==> src/verilog/uart_rx_consts.svh <==
`ifndef UART_RX_CONSTS_SVH
`define UART_RX_CONSTS_SVH

// ---------------------------------------------------------------------------
// receiver timing, in baud_tick units
// ---------------------------------------------------------------------------

// one serial bit spans this many ticks
`define UART_OVERSAMPLE 16

// ticks of low line before the start bit counts as real
`define UART_START_MID 8

// counter value at which a data or parity bit is taken (mid-bit)
`define UART_SAMPLE_POINT 15

// counter value at which the stop level is looked at
`define UART_STOP_CHECK 14

// longest wait for the line to go high again after the stop bit
`define UART_WAIT_LIMIT 6

// ---------------------------------------------------------------------------
// word size
// ---------------------------------------------------------------------------

// up to 8 data bits plus one parity bit
`define UART_WORD_W 9

`endif

==> src/verilog/uart_rx_pkg.sv <==
`include "uart_rx_consts.svh"

package uart_rx_pkg;

  // ---------------------------------------------------------------------------
  // frame state machine
  // ---------------------------------------------------------------------------
  typedef enum logic [1:0]
  {
    ST_IDLE      = 2'd0,  // waiting for a start bit
    ST_DATA_BITS = 2'd1,  // data and parity bits
    ST_STOP_BIT  = 2'd2,
    ST_WAIT_HIGH = 2'd3   // line must come back high
  } rx_state_e;

  // one byte as handed to the host
  typedef logic [7:0] rx_byte_t;

  // ---------------------------------------------------------------------------
  // received word, right-aligned in the shift register
  // ---------------------------------------------------------------------------
  // 8 data bits: parity sits on top of a full byte
  // 7 data bits: parity right above bit 6, top bit never written
  typedef union packed
  {
    logic [`UART_WORD_W-1:0] bits;  // raw shift register view
    struct packed
    {
      logic       parity;
      logic [7:0] data;
    } frame8;
    struct packed
    {
      logic       spare;
      logic       parity;
      logic [6:0] data;
    } frame7;
  } rx_word_u;

endpackage
==> src/verilog/rx_bit_sampler.sv <==
`timescale 1ns/1ps
`include "uart_rx_consts.svh"

module rx_bit_sampler (
  input  logic clk,
  input  logic aresetn,
  input  logic baud_tick,
  input  logic rx,
  input  logic word_done,
  output logic bit_value,
  output logic bit_strobe,
  output logic frame_start,
  output logic stop_bad
);

  import uart_rx_pkg::*;

  localparam int CNT_W = $clog2(`UART_OVERSAMPLE);

  localparam logic [CNT_W-1:0] START_MID    = CNT_W'(`UART_START_MID);
  localparam logic [CNT_W-1:0] SAMPLE_POINT = CNT_W'(`UART_SAMPLE_POINT);
  localparam logic [CNT_W-1:0] STOP_CHECK   = CNT_W'(`UART_STOP_CHECK);
  localparam logic [CNT_W-1:0] WAIT_LIMIT   = CNT_W'(`UART_WAIT_LIMIT);

  logic [2:0]       samples;   // newest sample on top
  logic [CNT_W-1:0] tick_cnt;  // oversample counter
  logic             cnt_clear;
  rx_state_e        state;

  // ---------------------------------------------------------------------------
  // glitch filter
  // ---------------------------------------------------------------------------
  // a pulse one tick wide can never win the vote
  always_ff @(posedge clk or negedge aresetn)
  begin
    if (!aresetn)
    begin
      samples <= 3'b111;  // idle line
    end
    else if (baud_tick)
    begin
      samples <= {rx, samples[2:1]};
    end
  end

  assign bit_value = (samples[0] & samples[1]) |
                     (samples[1] & samples[2]) |
                     (samples[0] & samples[2]);

  // ---------------------------------------------------------------------------
  // oversample counter
  // ---------------------------------------------------------------------------
  // restarts while the line sits high between frames, and once a start bit
  // or the end of the wait window is reached
  assign cnt_clear = ((state == ST_IDLE) && (bit_value || (tick_cnt == START_MID))) ||
                     ((state == ST_WAIT_HIGH) && (bit_value || (tick_cnt == WAIT_LIMIT)));

  always_ff @(posedge clk or negedge aresetn)
  begin
    if (!aresetn)
    begin
      tick_cnt <= '0;
    end
    else if (baud_tick)
    begin
      if (cnt_clear)
      begin
        tick_cnt <= '0;
      end
      else
      begin
        tick_cnt <= tick_cnt + 1'b1;  // wraps once per bit
      end
    end
  end

  // strobes, one clock wide and only on a tick
  assign frame_start = baud_tick && (state == ST_IDLE) && (tick_cnt == START_MID) && !bit_value;
  assign bit_strobe  = baud_tick && (state == ST_DATA_BITS) && (tick_cnt == SAMPLE_POINT);
  assign stop_bad    = baud_tick && (state == ST_STOP_BIT) && (tick_cnt == STOP_CHECK) &&
                       !bit_value;

  // ---------------------------------------------------------------------------
  // frame FSM
  // ---------------------------------------------------------------------------
  always_ff @(posedge clk or negedge aresetn)
  begin
    if (!aresetn)
    begin
      state <= ST_IDLE;
    end
    else if (baud_tick)
    begin
      unique case (state)
        ST_IDLE:
        begin
          if (frame_start)
          begin
            state <= ST_DATA_BITS;
          end
        end
        ST_DATA_BITS:
        begin
          if (word_done)  // deserializer knows the frame length
          begin
            state <= ST_STOP_BIT;
          end
        end
        ST_STOP_BIT:
        begin
          if (tick_cnt == SAMPLE_POINT)
          begin
            state <= ST_WAIT_HIGH;
          end
        end
        ST_WAIT_HIGH:
        begin
          if (bit_value || (tick_cnt == WAIT_LIMIT))
          begin
            state <= ST_IDLE;
          end
        end
        default:
        begin
          state <= ST_IDLE;
        end
      endcase
    end
  end

endmodule

==> src/verilog/rx_deserializer.sv <==
`timescale 1ns/1ps
`include "uart_rx_consts.svh"

module rx_deserializer (
  input  logic                   clk,
  input  logic                   aresetn,
  input  logic                   baud_tick,
  input  logic                   bit_value,
  input  logic                   bit_strobe,
  input  logic                   frame_start,
  input  logic                   bit8,
  input  logic                   parity_en,
  output uart_rx_pkg::rx_word_u  word,
  output logic                   word_done
);

  import uart_rx_pkg::*;

  logic [3:0] bit_cnt;   // bits taken so far in this frame
  logic [3:0] top_idx;   // where a new bit enters
  rx_word_u   word_q;
  rx_word_u   word_next;

  // 7, 8 or 9 bits per frame
  assign top_idx = 4'd6 + {3'b000, bit8} + {3'b000, parity_en};

  // ---------------------------------------------------------------------------
  // shift register
  // ---------------------------------------------------------------------------
  // bits arrive lsb first and enter at top_idx, so after the last one the
  // word is right-aligned for the current length
  always_comb
  begin
    word_next = word_q;
    if (bit_strobe)
    begin
      for (int i = 0; i < `UART_WORD_W - 1; i++)
      begin
        if (i < int'(top_idx))
        begin
          word_next.bits[i] = word_q.bits[i+1];
        end
      end
      word_next.bits[top_idx] = bit_value;
    end
  end

  always_ff @(posedge clk or negedge aresetn)
  begin
    if (!aresetn)
    begin
      word_q <= '0;
    end
    else if (baud_tick)
    begin
      if (frame_start)
      begin
        word_q <= '0;
      end
      else
      begin
        word_q <= word_next;
      end
    end
  end

  // already holds the last bit on the word_done tick
  assign word = word_next;

  // ---------------------------------------------------------------------------
  // bit counter
  // ---------------------------------------------------------------------------
  always_ff @(posedge clk or negedge aresetn)
  begin
    if (!aresetn)
    begin
      bit_cnt <= '0;
    end
    else if (baud_tick)
    begin
      if (frame_start)
      begin
        bit_cnt <= '0;
      end
      else if (bit_strobe)
      begin
        bit_cnt <= bit_cnt + 1'b1;
      end
    end
  end

  assign word_done = bit_strobe && (bit_cnt == top_idx);  // last expected bit

endmodule

==> src/verilog/rx_parity_check.sv <==
`timescale 1ns/1ps

module rx_parity_check (
  input  logic clk,
  input  logic aresetn,
  input  logic baud_tick,
  input  logic bit_value,
  input  logic bit_strobe,
  input  logic frame_start,
  input  logic odd_n_even,
  output logic parity_bad
);

  logic par_acc;   // xor of the bits taken so far
  logic par_next;

  // includes the bit being sampled right now, so the result is ready on
  // the tick of the parity bit itself
  assign par_next = par_acc ^ (bit_strobe & bit_value);

  always_ff @(posedge clk or negedge aresetn)
  begin
    if (!aresetn)
    begin
      par_acc <= 1'b0;
    end
    else if (baud_tick)
    begin
      if (frame_start)
      begin
        par_acc <= 1'b0;  // new frame
      end
      else
      begin
        par_acc <= par_next;
      end
    end
  end

  // even: total count of ones must be even, odd: must be odd
  assign parity_bad = par_next ^ odd_n_even;

endmodule

==> src/verilog/rx_status.sv <==
`timescale 1ns/1ps

module rx_status (
  input  logic                  clk,
  input  logic                  aresetn,
  input  uart_rx_pkg::rx_word_u word,
  input  logic                  word_done,
  input  logic                  parity_bad,
  input  logic                  stop_bad,
  input  logic                  bit8,
  input  logic                  parity_en,
  input  logic                  read_rx_byte,
  input  logic                  clear_parity,
  input  logic                  clear_framing_error,
  output uart_rx_pkg::rx_byte_t rx_byte,
  output logic                  receive_full,
  output logic                  overflow,
  output logic                  parity_err,
  output logic                  framing_error
);

  logic load_byte;   // frame done and room for it
  logic lost_byte;   // frame done but the host has not read yet

  assign load_byte = word_done && !receive_full;
  assign lost_byte = word_done && receive_full;

  // ---------------------------------------------------------------------------
  // holding register
  // ---------------------------------------------------------------------------
  always_ff @(posedge clk or negedge aresetn)
  begin
    if (!aresetn)
    begin
      rx_byte <= '0;
    end
    else if (load_byte)
    begin
      if (bit8)
      begin
        rx_byte <= word.frame8.data;
      end
      else
      begin
        rx_byte <= {1'b0, word.frame7.data};  // 7-bit mode, top bit zero
      end
    end
  end

  // ---------------------------------------------------------------------------
  // flags
  // ---------------------------------------------------------------------------
  // in each flag the clear comes first so that a set in the same clock wins
  always_ff @(posedge clk or negedge aresetn)
  begin
    if (!aresetn)
    begin
      receive_full  <= 1'b0;
      overflow      <= 1'b0;
      parity_err    <= 1'b0;
      framing_error <= 1'b0;
    end
    else
    begin
      if (read_rx_byte)
      begin
        receive_full <= 1'b0;
        overflow     <= 1'b0;
      end
      if (load_byte)
      begin
        receive_full <= 1'b1;  // held until the host reads
      end
      if (lost_byte)
      begin
        overflow <= 1'b1;      // rx_byte keeps the older byte
      end

      if (clear_parity)
      begin
        parity_err <= 1'b0;
      end
      if (word_done && parity_en && parity_bad)
      begin
        parity_err <= 1'b1;
      end

      if (clear_framing_error)
      begin
        framing_error <= 1'b0;
      end
      if (stop_bad)
      begin
        framing_error <= 1'b1;
      end
    end
  end

endmodule

==> src/verilog/uart_rx.sv <==
`timescale 1ns/1ps

module uart_rx (
  input  logic                  clk,
  input  logic                  aresetn,
  input  logic                  baud_tick,  // 16x oversampling strobe
  input  logic                  rx,
  input  logic                  bit8,
  input  logic                  parity_en,
  input  logic                  odd_n_even,
  input  logic                  read_rx_byte,
  input  logic                  clear_parity,
  input  logic                  clear_framing_error,
  output uart_rx_pkg::rx_byte_t rx_byte,
  output logic                  receive_full,
  output logic                  overflow,
  output logic                  parity_err,
  output logic                  framing_error
);

  import uart_rx_pkg::*;

  logic     bit_value;
  logic     bit_strobe;
  logic     frame_start;
  logic     stop_bad;
  logic     word_done;
  logic     parity_bad;
  rx_word_u word;

  // ---------------------------------------------------------------------------
  // line timing and frame FSM
  // ---------------------------------------------------------------------------
  rx_bit_sampler i_sampler (
    .clk         (clk),
    .aresetn     (aresetn),
    .baud_tick   (baud_tick),
    .rx          (rx),
    .word_done   (word_done),
    .bit_value   (bit_value),
    .bit_strobe  (bit_strobe),
    .frame_start (frame_start),
    .stop_bad    (stop_bad)
  );

  // the two below see the same bit stream side by side
  rx_deserializer i_deser (
    .clk         (clk),
    .aresetn     (aresetn),
    .baud_tick   (baud_tick),
    .bit_value   (bit_value),
    .bit_strobe  (bit_strobe),
    .frame_start (frame_start),
    .bit8        (bit8),
    .parity_en   (parity_en),
    .word        (word),
    .word_done   (word_done)
  );

  rx_parity_check i_parity (
    .clk         (clk),
    .aresetn     (aresetn),
    .baud_tick   (baud_tick),
    .bit_value   (bit_value),
    .bit_strobe  (bit_strobe),
    .frame_start (frame_start),
    .odd_n_even  (odd_n_even),
    .parity_bad  (parity_bad)
  );

  // ---------------------------------------------------------------------------
  // host side
  // ---------------------------------------------------------------------------
  rx_status i_status (
    .clk                 (clk),
    .aresetn             (aresetn),
    .word                (word),
    .word_done           (word_done),
    .parity_bad          (parity_bad),
    .stop_bad            (stop_bad),
    .bit8                (bit8),
    .parity_en           (parity_en),
    .read_rx_byte        (read_rx_byte),
    .clear_parity        (clear_parity),
    .clear_framing_error (clear_framing_error),
    .rx_byte             (rx_byte),
    .receive_full        (receive_full),
    .overflow            (overflow),
    .parity_err          (parity_err),
    .framing_error       (framing_error)
  );

endmodule

==> config.mk <==
export PLATFORM = sky130hd
export DESIGN_NAME = uart_rx
export DESIGN_NICKNAME = d
export VERILOG_FILES = /design/src/verilog/uart_rx_pkg.sv /design/src/verilog/rx_bit_sampler.sv /design/src/verilog/rx_deserializer.sv /design/src/verilog/rx_parity_check.sv /design/src/verilog/rx_status.sv /design/src/verilog/uart_rx.sv
export VERILOG_INCLUDE_DIRS = /design/src /design/src/verilog
export SDC_FILE = /design/constraint.sdc
export NUM_CORES = 1
export LEC_CHECK = 0
export BUFFER_PORTS_ARGS = -buffer_cell sky130_fd_sc_hd__buf_2
export CAP_MARGIN = 20
export CORE_MARGIN = 3
export CORE_UTILIZATION = 57
export DETAILED_ROUTE_END_ITERATION = 10
export HOLD_SLACK_MARGIN = 0.08
export PLACE_DENSITY = 0.85
export SYNTH_ARGS = -nofsm -noshare
export SYNTH_HDL_FRONTEND = slang
export SYNTH_SLANG_ARGS = --single-unit
==> constraint.sdc <==
create_clock -name clk -period 2.53 [get_ports clk]
set_input_delay 0.253 -clock clk [delete_from_list [all_inputs] [get_ports clk]]
set_output_delay 0.253 -clock clk [all_outputs]
set_load 0.005 [all_outputs]
==> results of run 1 <==
registers in the layout, summed over array words and instances (netlist names), 2 cells and up:
register and count:
i_sampler.state 2, i_sampler.tick_cnt 4, i_status.rx_byte 8, i_sampler.samples 3, i_deser.bit_cnt 4, i_deser.word_q 9
area by class of cell:
type	count	share of cell area
Clock buffer	5	0.01808
Inverter	16	0.02893
Multi-Input combinational cell	125	0.4207
Tap cell	42	0.02532
Clock inverter	3	0.009644
Sequential cell	35	0.4237
Timing Repair Buffer	26	0.07354
cell families (layout without fill, tap and decap cells):
kind of cell,Yosys count,after routing,share of synthesized area
XOR/XNOR,6,6,0.02871
buffers and inverters,20,50,0.04238
AO/OA/AOI/OAI,27,27,0.09570
flip-flops,35,35,0.4805
adder cells (fa/ha/maj),12,12,0.08134
multiplexers,15,15,0.09159
AND/OR/NAND/NOR,65,65,0.1798
how the worst max path moves through the flow:
stage,from,end,cells after the start
finish,i_sampler.state[1]$_DFFE_PN0P_,i_status.rx_byte[0]$_DFFE_PN0P_,7
global route,i_sampler.state[1]$_DFFE_PN0P_,i_status.rx_byte[3]$_DFFE_PN0P_,7
CTS,i_sampler.state[1]$_DFFE_PN0P_,i_status.rx_byte[0]$_DFFE_PN0P_,7
detailed placement,bit8,i_status.rx_byte[4]$_DFFE_PN0P_,7
global placement,bit8,i_status.rx_byte[2]$_DFFE_PN0P_,8
floorplan,bit8,i_status.rx_byte[0]$_DFFE_PN0P_,8
metrics by stage:
stage,util,power (mW),cell area [µm²],cells,hold slack (ns)
2_1_floorplan,-,1.044,1831,180,-0.04259
3_3_place_gp,0.6821,1.126,1978,240,0.3551
3_5_place_dp,0.6821,1.159,1978,240,0.3660
4_1_cts,0.7157,1.466,2076,252,0.1303
5_1_grt,0.7157,1.561,2076,252,0.1300
6_report,0.7157,1.457,2076,252,0.1484
routing by layer:
| layer | GRT usage | wire, µm | vias up |
|---|---|---|---|
| li1 | - | - | 666 |
| met1 | 0.2264 | 1506 | 644 |
| met2 | 0.3036 | 1634 | 34 |
| met3 | 0.05396 | 170 | 4 |
| met4 | 0.07163 | 33 | 0 |
| met5 | 0 | 0 | - |
Yosys cell counts:
library cell and number:
a31oi_1 2, o211ai_2 1, mux2_4 1, clkbuf_1 2, nand4b_1 1, and3_2 1, buf_2 2, mux2_2 10
and2_1 1, dfrtp_1 32, maj3_2 1, nand3_1 2, nor3b_1 1, and2_2 1, nor2_1 9, nor3_1 1
nand3b_1 1, a21oi_1 2, nor3_4 1, dfstp_2 3, a221oi_1 1, nor2_8 1, nor2b_1 2, a22o_1 1
o22ai_1 3, nand2b_1 1, nand4_1 2, o21a_1 1, or2_1 1, o32ai_1 2, o21bai_1 1, nand2_1 34
and3b_1 1, a21o_1 1, or3_1 2, mux2i_1 4, and3_1 2, o21ai_0 11, ha_1 11, o41ai_1 1
xnor2_1 3, inv_1 16, xor2_1 3
worst max-delay path: stages (launching register included):
cell	delay, ns
dfrtp_1	0.44
inv_1	0.10
ha_1	0.17
and2_2	0.19
o211ai_2	0.09
or2_1	0.33
nor2_8	0.19
mux2_2	0.35
power groups by stage:
| stage | registers [mW] | clock network [mW] | logic [mW] |
|---|---|---|---|
| floorplan | 0.724 | 0 | 0.320 |
| global placement | 0.739 | 0 | 0.387 |
| detailed placement | 0.748 | 0 | 0.411 |
| CTS | 0.736 | 0.310 | 0.420 |
| global route | 0.750 | 0.340 | 0.472 |
| finish | 0.739 | 0.299 | 0.419 |
==> impl_metrics.prom, run 1 <==
# TYPE chip_impl_metric gauge
chip_impl_metric{name="seq_area",unit="µm²"} 879.6
chip_impl_metric{name="post-dp-hpwl",unit="µm"} 2444
chip_impl_metric{name="pre_cts_ws",unit="ns"} 0.5087
chip_impl_metric{name="timing.final.max_slew_violations",unit=""} 0
chip_impl_metric{name="tightest_slew",unit="ns"} 0.7503
chip_impl_metric{name="synth.net_count",unit=""} 201
chip_impl_info{name="outcome",value="complete, no violations"} 1
chip_impl_metric{name="cts.repair_timing.setup_buffer_count",unit=""} 0
chip_impl_metric{name="ff2ff_path_depth",unit=""} 7
chip_impl_metric{name="vias_per_cell",unit=""} 5.349
chip_impl_metric{name="drv_cap",unit=""} 0
chip_impl_metric{name="power.share.combinational",unit=""} 0.288
chip_impl_metric{name="htree_num_levels",unit=""} 2
chip_impl_metric{name="grt_pass1_wl",unit="µm"} 5727
chip_impl_metric{name="antenna_cells_inserted",unit=""} 0
chip_impl_metric{name="final_period_minus_worst_setup_slack",unit="ns"} 1.970
chip_impl_info{name="cts-root-buf",value="clkbuf_4"} 1
chip_impl_metric{name="synth.lib_cells_used.distinct",unit=""} 43
chip_impl_metric{name="timing.final.ws_setup",unit="ns"} 0.5596
chip_impl_metric{name="power_switching_share",unit=""} 0.3523
chip_impl_metric{name="gr-usage-all-layers",unit=""} 0.1839
chip_impl_metric{name="yosys_register_bits",unit=""} 35
chip_impl_metric{name="final_antenna_net_count",unit=""} 0
chip_impl_info{name="synth_top_cells_by_area",value="dfrtp_1, ha_1, nand2_1"} 1
chip_impl_info{name="timing_worst_setup_path_type",value="reg -> reg"} 1
chip_impl_metric{name="initial_antenna_violation_count",unit=""} 0
chip_impl_metric{name="max-slew-margin-rel",unit=""} 0.4998
chip_impl_metric{name="crit_required",unit="ns"} 2.76
chip_impl_metric{name="power.net_switching",unit="µW"} 513.3
chip_impl_metric{name="vias",unit=""} 1348
chip_impl_metric{name="area_share_of_the_largest_cell_type_after_synthesis",unit=""} 0.4375
chip_impl_metric{name="syn-instance-count",unit=""} 180
chip_impl_metric{name="remaining_drc_errors",unit=""} 0
chip_impl_metric{name="fin_crit_sh",unit=""} 0.7788
chip_impl_info{name="mostFrequentLayoutCell",value="nand2_1"} 1
chip_impl_metric{name="internal-power",unit="µW"} 943.9
chip_impl_metric{name="ios",unit=""} 22
chip_impl_metric{name="grt_pass1_vias",unit=""} 1324
chip_impl_info{name="r2r-start",value="i_sampler.state[1]$_DFFE_PN0P_"} 1
chip_impl_metric{name="clkSinkCount",unit=""} 35
chip_impl_metric{name="first_iter_violations",unit=""} 49
chip_impl_info{name="cts_tree",value="built"} 1
chip_impl_metric{name="die_h",unit="µm"} 62.67
chip_impl_metric{name="clkTransAtPathRegs",unit="ns"} 0.11
chip_impl_metric{name="cts_made_buffers",unit=""} 5
chip_impl_info{name="most-common-layout-cells",value="nand2_1, dfrtp_1, buf_2, inv_1"} 1
chip_impl_metric{name="numPortBuffers",unit=""} 21
chip_impl_info{name="grt_setup_unrepaired",value="no"} 1
chip_impl_metric{name="setup-tns-final",unit="ns"} 0
chip_impl_metric{name="worstPathMaxFanout",unit=""} 8
chip_impl_metric{name="synth.yosys.seq_area_share",unit=""} 0.4805
chip_impl_metric{name="die_w",unit="µm"} 62.67
chip_impl_metric{name="initial_core_util",unit=""} 0.6311
chip_impl_metric{name="wl_per_cell",unit="µm"} 13.27
chip_impl_metric{name="final_layout_size_suffix_gt1_frac",unit=""} 0.2381
chip_impl_metric{name="fmax",unit="GHz"} 0.5075
chip_impl_metric{name="grt_overflow_total",unit=""} 0
chip_impl_info{name="endpoint_of_the_worst_hold_path",value="i_sampler.samples[2]$_DFFE_PN1P_"} 1
chip_impl_metric{name="final_nets",unit=""} 230
chip_impl_info{name="hold_start",value="rx"} 1
chip_impl_info{name="r2r-end",value="i_status.rx_byte[0]$_DFFE_PN0P_"} 1
chip_impl_info{name="hold_crit_class",value="in -> reg"} 1
chip_impl_metric{name="sequentialPowerShare",unit=""} 0.507
chip_impl_metric{name="pwr_per_cell_area",unit="nW/µm²"} 702.0
chip_impl_metric{name="worst_vdd_drop",unit="mV"} 0.4154
chip_impl_metric{name="multi_input_area",unit="µm²"} 873.3
chip_impl_metric{name="grt_start_max_net_pins",unit=""} 36
chip_impl_metric{name="die_footprint",unit="µm²"} 3928
chip_impl_metric{name="clk_path_buf_depth",unit=""} 2
chip_impl_metric{name="core_area",unit="µm²"} 2900
chip_impl_info{name="setup.worst_path.start_class",value="register"} 1
chip_impl_metric{name="total_leakage_power",unit="nW"} 1.078
chip_impl_metric{name="reg_to_reg_slack_setup",unit="ns"} 0.56
chip_impl_metric{name="clk-insertion-delay-late",unit="ns"} 0.35
chip_impl_metric{name="hold_depth",unit=""} 2
chip_impl_metric{name="clockPowerShare",unit=""} 0.205
chip_impl_metric{name="area.growth.synth_to_final",unit="%"} 13.40
chip_impl_metric{name="ys_warnings",unit=""} 0
chip_impl_metric{name="postCtsResizedCells",unit=""} 0
chip_impl_metric{name="layout.filler_cells",unit=""} 213
chip_impl_metric{name="setup_viol",unit=""} 0
chip_impl_metric{name="ctsHoldBuffers",unit=""} 4
chip_impl_metric{name="drt_pre_antenna_iters",unit=""} 4
chip_impl_metric{name="sum_of_routed_wire_length_over_all_layers",unit="µm"} 3344
chip_impl_metric{name="largest_clock_skew_in_the_final_design",unit="ns"} 0.01806
chip_impl_metric{name="fp-row-count",unit=""} 19
chip_impl_metric{name="hold_viol",unit=""} 0
chip_impl_metric{name="cp_data_arrival_time",unit="ns"} 2.20
chip_impl_info{name="synth_top_cell_by_area",value="dfrtp_1"} 1
chip_impl_metric{name="post_synth.cell_area_avg",unit="µm²"} 10.17
chip_impl_metric{name="syn_area",unit="µm²"} 1831
chip_impl_metric{name="gp_congestion",unit=""} 0.8626
chip_impl_info{name="worst_setup_path_end_kind",value="register"} 1
No activity file was read; power rests on OpenSTA's default activity.
==> inputs of run 2 (changes only) <==
--- a/config.mk
+++ b/config.mk
@@ -6,13 +6,14 @@
 export SDC_FILE = /design/constraint.sdc
 export NUM_CORES = 1
 export LEC_CHECK = 0
+export ABC_AREA = 1
 export BUFFER_PORTS_ARGS = -buffer_cell sky130_fd_sc_hd__buf_2
 export CAP_MARGIN = 20
 export CORE_MARGIN = 3
-export CORE_UTILIZATION = 57
+export CORE_UTILIZATION = 52
 export DETAILED_ROUTE_END_ITERATION = 10
 export HOLD_SLACK_MARGIN = 0.08
-export PLACE_DENSITY = 0.85
+export PLACE_DENSITY = 0.82
 export SYNTH_ARGS = -nofsm -noshare
 export SYNTH_HDL_FRONTEND = slang
 export SYNTH_SLANG_ARGS = --single-unit
==> constraint.sdc (replaced) <==
create_clock -name clk -period 1.8 [get_ports clk]
set_input_delay 0.18 -clock clk [delete_from_list [all_inputs] [get_ports clk]]
set_output_delay 0.18 -clock clk [all_outputs]
set_load 0.005 [all_outputs]
==> impl_metrics.prom, run 2 <==
# TYPE chip_impl_metric gauge
chip_impl_info{name="outcome",value="complete, no violations"} 1
chip_impl_metric{name="synth.lib_cells_used.distinct",unit=""} 27
chip_impl_metric{name="power_switching_share",unit=""} 0.3822
chip_impl_metric{name="yosys.area_share.xor_xnor",unit=""} 0.01407
chip_impl_metric{name="clkSinkCount",unit=""} 35
chip_impl_metric{name="power.net_switching",unit="µW"} 851.6
chip_impl_metric{name="die_h",unit="µm"} 65.94
chip_impl_info{name="cts-root-buf",value="clkbuf_4"} 1
chip_impl_metric{name="vias_per_cell",unit=""} 4.984
chip_impl_metric{name="gp_congestion",unit=""} 0.8152
chip_impl_metric{name="grt_start_max_net_pins",unit=""} 36
chip_impl_info{name="biggestRegsByFlops",value="i_deser.word_q: 9 flops, i_status.rx_byte: 8 flops"} 1
chip_impl_metric{name="internal-power",unit="mW"} 1.376
chip_impl_metric{name="ios",unit=""} 22
chip_impl_info{name="synth_top_family_by_area",value="simple AND/OR/NAND/NOR gates"} 1
chip_impl_metric{name="non_filler_instances",unit=""} 312
chip_impl_info{name="synth_top_cells_by_area",value="dfrtp_1, nand2_1, ha_1"} 1
chip_impl_metric{name="hold_viol",unit=""} 0
chip_impl_metric{name="die_footprint",unit="µm²"} 4347
chip_impl_metric{name="first_iter_violations",unit=""} 117
chip_impl_metric{name="htree_num_levels",unit=""} 2
chip_impl_metric{name="wl_per_cell",unit="µm"} 12.35
chip_impl_metric{name="fin_crit_sh",unit=""} 0.9370
chip_impl_metric{name="synth-edff-count",unit=""} 0
chip_impl_metric{name="synthSimpleGateAreaFrac",unit=""} 0.2605
chip_impl_info{name="most_repeated_cell_in_the_gate_level_netlist_after_synthesis",value="nand2_1"} 1
chip_impl_info{name="r2r-start",value="i_sampler.state[1]$_DFFE_PN0P_"} 1
chip_impl_info{name="critical_path.cell_chain",value="inv_1 > ha_1 > nand3_2 > nor2_8 > nand3_4 > nor2_4 > inv_2 > nand2_1 > o21ai_2"} 1
chip_impl_metric{name="holdWs",unit="ns"} 0.09966
chip_impl_info{name="crit_path_top_delay_cell",value="dfrtp_1"} 1
chip_impl_metric{name="synth-compound-area-share",unit=""} 0.1025
chip_impl_metric{name="synthArstFlopShare",unit=""} 1.000
chip_impl_metric{name="ff2ff_path_depth",unit=""} 9
chip_impl_metric{name="worst_vdd_drop",unit="mV"} 0.7041
chip_impl_info{name="r2r-end",value="i_status.rx_byte[2]$_DFFE_PN0P_"} 1
chip_impl_metric{name="core_area",unit="µm²"} 3390
chip_impl_metric{name="drt_pre_antenna_iters",unit=""} 4
chip_impl_info{name="hold_start",value="bit8"} 1
chip_impl_metric{name="timing.final.max_slew_violations",unit=""} 0
chip_impl_metric{name="gr-usage-all-layers",unit=""} 0.1967
chip_impl_metric{name="synth_adder_area_share",unit=""} 0.07368
chip_impl_metric{name="fp-row-count",unit=""} 21
chip_impl_metric{name="placed_area",unit="µm²"} 2031
chip_impl_metric{name="syn_area",unit="µm²"} 1868
chip_impl_metric{name="initial_antenna_violation_count",unit=""} 0
chip_impl_metric{name="clockPowerShare",unit=""} 0.186
chip_impl_info{name="hold_crit_class",value="in -> reg"} 1
chip_impl_metric{name="area_share_of_the_largest_cell_type_after_synthesis",unit=""} 0.4287
chip_impl_metric{name="crit_required",unit="ns"} 2.03
chip_impl_metric{name="final_antenna_net_count",unit=""} 0
chip_impl_metric{name="final_period_minus_worst_setup_slack",unit="ns"} 1.687
chip_impl_metric{name="grt_pass1_wl",unit="µm"} 6348
chip_impl_metric{name="final_core_util",unit=""} 0.6412
chip_impl_metric{name="cp_data_arrival_time",unit="ns"} 1.92
chip_impl_metric{name="design_area",unit="µm²"} 2173
chip_impl_metric{name="grt_overflow_total",unit=""} 0
chip_impl_metric{name="total_leakage_power",unit="nW"} 1.182
chip_impl_metric{name="reg_to_reg_slack_setup",unit="ns"} 0.11
chip_impl_info{name="synth_flop_cell",value="dfrtp_1"} 1
chip_impl_metric{name="max-slew-margin-rel",unit=""} 0.5059
chip_impl_metric{name="worstPathBufferInverterCount",unit=""} 2
chip_impl_metric{name="area.growth.synth_to_final",unit="%"} 16.34
chip_impl_metric{name="largest_reg_flops",unit=""} 9
chip_impl_metric{name="fmax",unit="GHz"} 0.5929
chip_impl_metric{name="synthMuxAreaShare",unit=""} 0
chip_impl_metric{name="post_synth.cell_area_avg",unit="µm²"} 8.229
chip_impl_metric{name="power.share.combinational",unit=""} 0.326
chip_impl_info{name="cts_tree",value="built"} 1
chip_impl_metric{name="setup_viol",unit=""} 0
chip_impl_info{name="mostFrequentLayoutCell",value="nand2_1"} 1
chip_impl_metric{name="cts_made_buffers",unit=""} 5
chip_impl_metric{name="initial_core_util",unit=""} 0.5511
chip_impl_metric{name="largest_clock_skew_in_the_final_design",unit="ns"} 0.01534
chip_impl_info{name="endpoint_of_the_worst_hold_path",value="i_status.rx_byte[7]$_DFFE_PN0P_"} 1
chip_impl_metric{name="yosys_register_bits",unit=""} 35
chip_impl_metric{name="clk-insertion-delay-late",unit="ns"} 0.36
chip_impl_info{name="worst_setup_path_end_kind",value="register"} 1
chip_impl_metric{name="vias",unit=""} 1555
chip_impl_metric{name="clk_path_buf_depth",unit=""} 2
chip_impl_metric{name="sum_of_routed_wire_length_over_all_layers",unit="µm"} 3852
chip_impl_info{name="yosys-top-cells-count",value="nand2_1, dfrtp_1, inv_1"} 1
chip_impl_info{name="synth_top_cell_by_area",value="dfrtp_1"} 1
chip_impl_metric{name="worstPathMaxFanout",unit=""} 15
chip_impl_metric{name="tightest_slew",unit="ns"} 0.7412
chip_impl_info{name="largest_register",value="i_deser.word_q"} 1
chip_impl_metric{name="grt_pass1_vias",unit=""} 1396
chip_impl_metric{name="ys_warnings",unit=""} 0
chip_impl_metric{name="synth.yosys.seq_area_share",unit=""} 0.4709
chip_impl_metric{name="final_nets",unit=""} 286
chip_impl_metric{name="final_layout_size_suffix_gt1_frac",unit=""} 0.1992
chip_impl_metric{name="syn-instance-count",unit=""} 227
chip_impl_metric{name="clkTransAtPathRegs",unit="ns"} 0.11
chip_impl_metric{name="max_stage_delay",unit="ns"} 0.42
chip_impl_metric{name="numPortBuffers",unit=""} 21
chip_impl_metric{name="antenna_cells_inserted",unit=""} 0
chip_impl_info{name="setup.worst_path.start_class",value="register"} 1
chip_impl_metric{name="sequentialPowerShare",unit=""} 0.488
chip_impl_info{name="timing_worst_setup_path_type",value="reg -> reg"} 1
chip_impl_metric{name="die_w",unit="µm"} 65.94
chip_impl_metric{name="pwr_per_cell_area",unit="nW/µm²"} 1025
chip_impl_metric{name="place.detailed.instances",unit=""} 294
chip_impl_metric{name="remaining_drc_errors",unit=""} 0
chip_impl_metric{name="post-dp-hpwl",unit="µm"} 2824
chip_impl_info{name="most-common-layout-cells",value="nand2_1, dfrtp_1, inv_1, buf_2, o21ai_0"} 1
chip_impl_metric{name="hold_depth",unit=""} 3
chip_impl_metric{name="drv_cap",unit=""} 0
chip_impl_info{name="path_delay_family",value="simple AND/OR/NAND/NOR gates"} 1
chip_impl_metric{name="synth.net_count",unit=""} 248
## run 2: kinds of logic (layout without fill, tap and decap cells)
group,Yosys count,count (layout)
simple gates,109,109
flops,35,35
xor+xnor,3,3
compound gates,33,33
fa+ha+maj,11,11
buf+inv,36,75
## run 2: power by group through the flow
stage               clock network [mW]  logic (mW)  registers [mW]
floorplan                            0       0.513            1.06
global placement                     0       0.645            1.09
detailed placement                   0       0.668            1.10
CTS                              0.423       0.685            1.09
global route                     0.458       0.848            1.11
finish                           0.415       0.726            1.09
## run 2: how the worst max path moves through the flow
stage / slack [ns] / cells past startpoint / start / endpoint
floorplan: 0.22 / 10 / i_sampler.state[1]$_DFFE_PN0P_ / i_status.rx_byte[0]$_DFFE_PN0P_
global placement: 0.15 / 12 / bit8 / i_status.rx_byte[6]$_DFFE_PN0P_
detailed placement: 0.11 / 12 / bit8 / i_status.rx_byte[6]$_DFFE_PN0P_
CTS: 0.12 / 9 / i_sampler.state[1]$_DFFE_PN0P_ / i_status.rx_byte[2]$_DFFE_PN0P_
global route: -0.03 / 9 / i_sampler.state[1]$_DFFE_PN0P_ / i_status.rx_byte[7]$_DFFE_PN0P_
finish: 0.11 / 9 / i_sampler.state[1]$_DFFE_PN0P_ / i_status.rx_byte[2]$_DFFE_PN0P_
## run 2: final cells by class
type / instances / area (µm²)
clock buffers: 5 / 37.54
clock inverters: 3 / 15.01
fillers: 279 / 1216
inverters: 33 / 123.9
multi-input cells: 156 / 844.6
flip-flops and latches: 35 / 879.6
well taps: 46 / 57.56
repair buffers: 34 / 215.2
## run 2: metal layers
metal | track usage | vias up | routed length, µm
met5 | 0 | - | 0
met1 | 0.2552 | 715 | 1745
li1 | - | 793 | -
met3 | 0.04252 | 10 | 186
met2 | 0.3091 | 37 | 1823
met4 | 0.09898 | 0 | 97
## run 2: timing repair
action | in CTS | in global routing
endpoints found under the setup margin | 0 | 9
hold buffers | 5 | 0
buffers inserted | 0 | 5
hold endpoints to repair | 37 | 0
resized for setup | 0 | 1
## run 2: worst reg2reg max path, delay by kind of cell (launching register included)
family | cells | cell delay [ns]
AOI/OAI and AO/OA | 1 | 0.05
adders and majority gates | 1 | 0.21
buffers and inverters | 2 | 0.22
DFF | 1 | 0.42
and+or+nand+nor | 5 | 0.66
## run 2: through the flow
| stage | setup WS (ns) | power [mW] | setup TNS [ns] |
|---|---|---|---|
| 2_1_floorplan | 0.2156 | 1.576 | 0 |
| 3_3_place_gp | 0.1455 | 1.734 | 0 |
| 3_5_place_dp | 0.1110 | 1.768 | 0 |
| 4_1_cts | 0.1216 | 2.193 | 0 |
| 5_1_grt | -0.03036 | 2.412 | -0.04573 |
| 6_report | 0.1133 | 2.228 | 0 |
==> inputs of run 3 (changes only) <==
--- a/config.mk
+++ b/config.mk
@@ -7,13 +7,13 @@
 export NUM_CORES = 1
 export LEC_CHECK = 0
 export ABC_AREA = 1
-export BUFFER_PORTS_ARGS = -buffer_cell sky130_fd_sc_hd__buf_2
 export CAP_MARGIN = 20
 export CORE_MARGIN = 3
-export CORE_UTILIZATION = 52
+export CORE_UTILIZATION = 56
 export DETAILED_ROUTE_END_ITERATION = 10
+export DONT_BUFFER_PORTS = 1
 export HOLD_SLACK_MARGIN = 0.08
-export PLACE_DENSITY = 0.82
+export PLACE_DENSITY = 0.81
 export SYNTH_ARGS = -nofsm -noshare
 export SYNTH_HDL_FRONTEND = slang
 export SYNTH_SLANG_ARGS = --single-unit
==> impl_metrics.prom, run 3 (synthesis gave the netlist of run 2 again) <==
# TYPE chip_impl_metric gauge
chip_impl_info{name="hold_crit_class",value="in -> reg"} 1
chip_impl_metric{name="sum_of_routed_wire_length_over_all_layers",unit="µm"} 3879
chip_impl_metric{name="antenna_cells_inserted",unit=""} 0
chip_impl_info{name="worst_setup_path_end_kind",value="register"} 1
chip_impl_metric{name="cp_data_arrival_time",unit="ns"} 1.90
chip_impl_metric{name="tightest_slew",unit="ns"} 0.4155
chip_impl_metric{name="total_leakage_power",unit="nW"} 1.082
chip_impl_metric{name="layout.filler_cells",unit=""} 271
chip_impl_metric{name="fp-row-count",unit=""} 20
chip_impl_info{name="critical_path.cell_chain",value="inv_1 > ha_1 > nand3_2 > nor2_8 > buf_12 > buf_4 > nand4_1 > o21ai_0 > a21oi_1"} 1
chip_impl_metric{name="numPortBuffers",unit=""} 0
chip_impl_metric{name="final_layout_size_suffix_gt1_frac",unit=""} 0.1138
chip_impl_metric{name="cts_made_buffers",unit=""} 5
chip_impl_metric{name="final_antenna_net_count",unit=""} 0
chip_impl_metric{name="max-slew-margin-rel",unit=""} 0.7230
chip_impl_metric{name="die_w",unit="µm"} 63.76
chip_impl_info{name="crit_path_top_delay_cell",value="dfrtp_1"} 1
chip_impl_info{name="outcome",value="complete, no violations"} 1
chip_impl_metric{name="non_filler_instances",unit=""} 290
chip_impl_metric{name="area.growth.synth_to_final",unit="%"} 12.79
chip_impl_metric{name="largest_clock_skew_in_the_final_design",unit="ns"} 0.007014
chip_impl_metric{name="fin_crit_sh",unit=""} 0.9243
chip_impl_metric{name="clk-insertion-delay-late",unit="ns"} 0.35
chip_impl_metric{name="crit_required",unit="ns"} 2.04
chip_impl_info{name="largest_register",value="i_deser.word_q"} 1
chip_impl_metric{name="fmax",unit="GHz"} 0.6011
chip_impl_metric{name="vias_per_cell",unit=""} 5.248
chip_impl_metric{name="remaining_drc_errors",unit=""} 0
chip_impl_info{name="most-common-layout-cells",value="nand2_1, dfrtp_1, inv_1, o21ai_0"} 1
chip_impl_metric{name="pre_cts_ws",unit="ns"} 0.06424
chip_impl_metric{name="clk_path_buf_depth",unit=""} 2
chip_impl_metric{name="wl_per_cell",unit="µm"} 13.38
chip_impl_metric{name="timing.final.max_slew_violations",unit=""} 0
chip_impl_metric{name="vias",unit=""} 1522
chip_impl_metric{name="grt_overflow_total",unit=""} 0
chip_impl_metric{name="max_stage_delay",unit="ns"} 0.41
chip_impl_info{name="setup.worst_path.start_class",value="register"} 1
chip_impl_metric{name="gp_congestion",unit=""} 0.8650
chip_impl_metric{name="clkTransAtPathRegs",unit="ns"} 0.11
chip_impl_metric{name="worst_vdd_drop",unit="mV"} 0.7096
chip_impl_metric{name="htree_num_levels",unit=""} 2
chip_impl_metric{name="setup_viol",unit=""} 0
chip_impl_metric{name="grt_start_max_net_pins",unit=""} 36
chip_impl_metric{name="drv_cap",unit=""} 0
chip_impl_metric{name="worstPathBufferInverterCount",unit=""} 3
chip_impl_metric{name="grt_pass1_vias",unit=""} 1457
chip_impl_info{name="cts-root-buf",value="clkbuf_4"} 1
chip_impl_metric{name="gr-usage-all-layers",unit=""} 0.2118
chip_impl_metric{name="pwr_per_cell_area",unit="nW/µm²"} 1041
chip_impl_info{name="cts_tree",value="built"} 1
chip_impl_metric{name="first_iter_violations",unit=""} 150
chip_impl_metric{name="final_period_minus_worst_setup_slack",unit="ns"} 1.664
chip_impl_metric{name="post-dp-hpwl",unit="µm"} 2700
chip_impl_info{name="timing_worst_setup_path_type",value="reg -> reg"} 1
chip_impl_metric{name="place.detailed.instances",unit=""} 269
chip_impl_info{name="mostFrequentLayoutCell",value="nand2_1"} 1
chip_impl_metric{name="drt_pre_antenna_iters",unit=""} 4
chip_impl_metric{name="worstPathMaxFanout",unit=""} 7
chip_impl_info{name="biggestRegsByFlops",value="i_deser.word_q: 9 flops, i_status.rx_byte: 8 flops"} 1
chip_impl_metric{name="initial_core_util",unit=""} 0.5972
chip_impl_info{name="grt_setup_unrepaired",value="yes"} 1
chip_impl_metric{name="core_area",unit="µm²"} 3128
chip_impl_metric{name="die_footprint",unit="µm²"} 4065
chip_impl_info{name="path_delay_family",value="flip-flops"} 1
chip_impl_metric{name="hold_viol",unit=""} 0
chip_impl_metric{name="initial_antenna_violation_count",unit=""} 0
chip_impl_metric{name="final_nets",unit=""} 266
chip_impl_metric{name="grt_pass1_wl",unit="µm"} 6720
chip_impl_metric{name="die_h",unit="µm"} 63.76
chip_impl_metric{name="timing.final.ws_setup",unit="ns"} 0.1363
chip_impl_metric{name="largest_reg_flops",unit=""} 9
chip_impl_metric{name="clkSinkCount",unit=""} 35
chip_impl_metric{name="ios",unit=""} 22
[run 3: cell types whose count changed in the layout (fill, tap and decap cells not counted), sizes merged]
cell	previous run	this run
buf	29	6
dlygate4sd3	5	8
clkinv	4	2
clkbuf	5	6
clkinvlp	0	1
[run 3: where the power goes]
part / leakage (nW) / total [mW] / switching (mW) / internal (mW)
combinational: 0.608 / 0.694 / 0.432 / 0.262
clock: 0.0282 / 0.419 / 0.268 / 0.150
sequential: 0.446 / 1.08 / 0.131 / 0.950
total: 1.08 / 2.19 / 0.832 / 1.36
[run 3: final timing paths]
check | from | to | slack, ns | cells after the start
max | i_sampler.state[1]$_DFFE_PN0P_ | i_deser.bit_cnt[3]$_DFFE_PN0P_ | 0.14 | 9
min | odd_n_even | i_status.parity_err$_DFFE_PN0P_ | 0.1 | 3
max reg2reg | i_sampler.state[1]$_DFFE_PN0P_ | i_deser.bit_cnt[3]$_DFFE_PN0P_ | 0.14 | 9
min reg2reg | i_sampler.samples[0]$_DFFE_PN1P_ | i_sampler.samples[0]$_DFFE_PN1P_ | 0.51 | 2
max in group asynchronous | aresetn | i_sampler.samples[2]$_DFFE_PN1P_ | 1.26 | 2
min in group asynchronous | aresetn | i_sampler.tick_cnt[1]$_DFFE_PN0P_ | 0.28 | 2
[run 3: metal layers]
layer  track usage  vias up  part of all wire
met2        0.3259       57              0.48
met1        0.2849      704              0.43
met4       0.08086        0             0.026
li1              -      747                 -
met3       0.05800       14             0.065
met5             0        -                 0
[run 3: timing repair]
| item | in CTS | in global routing |
|---|---|---|
| hold endpoints to repair | 47 | 0 |
| gates resized for setup | 0 | 2 |
| setup buffers | 0 | 4 |
| hold buffers | 9 | 0 |
| endpoints found under the setup margin | 0 | 12 |
[run 3: cell type report]
| class | count | area [µm²] | area share |
|---|---|---|---|
| flip-flops and latches | 35 | 879.6 | 0.4175 |
| multi-input cells | 156 | 842.1 | 0.3996 |
| repair buffers | 14 | 150.1 | 0.07126 |
| inverters | 33 | 126.4 | 0.05998 |
| well taps | 44 | 55.05 | 0.02613 |
| clock buffers | 6 | 41.29 | 0.01960 |
| clock inverters | 2 | 12.51 | 0.005938 |
[run 3: per-stage QoR]
stage               area (µm²)  utilization    TNS, ns  power, mW  hold WS, ns
CTS                       2062       0.6592          0      2.193      0.09137
global route              2107       0.6736  -0.008296      2.388       0.1100
global placement          1908       0.6100          0      1.687      -0.1146
finish                    2107       0.6736          0      2.194      0.09793
detailed placement        1908       0.6100          0      1.731      -0.1146
floorplan                 1868            -          0      1.576      -0.1156
[run 3: worst min-delay path, cell delays in order]
cell     delay, ns
nand3_1       0.08
nand3_1       0.11
nand2_1       0.06
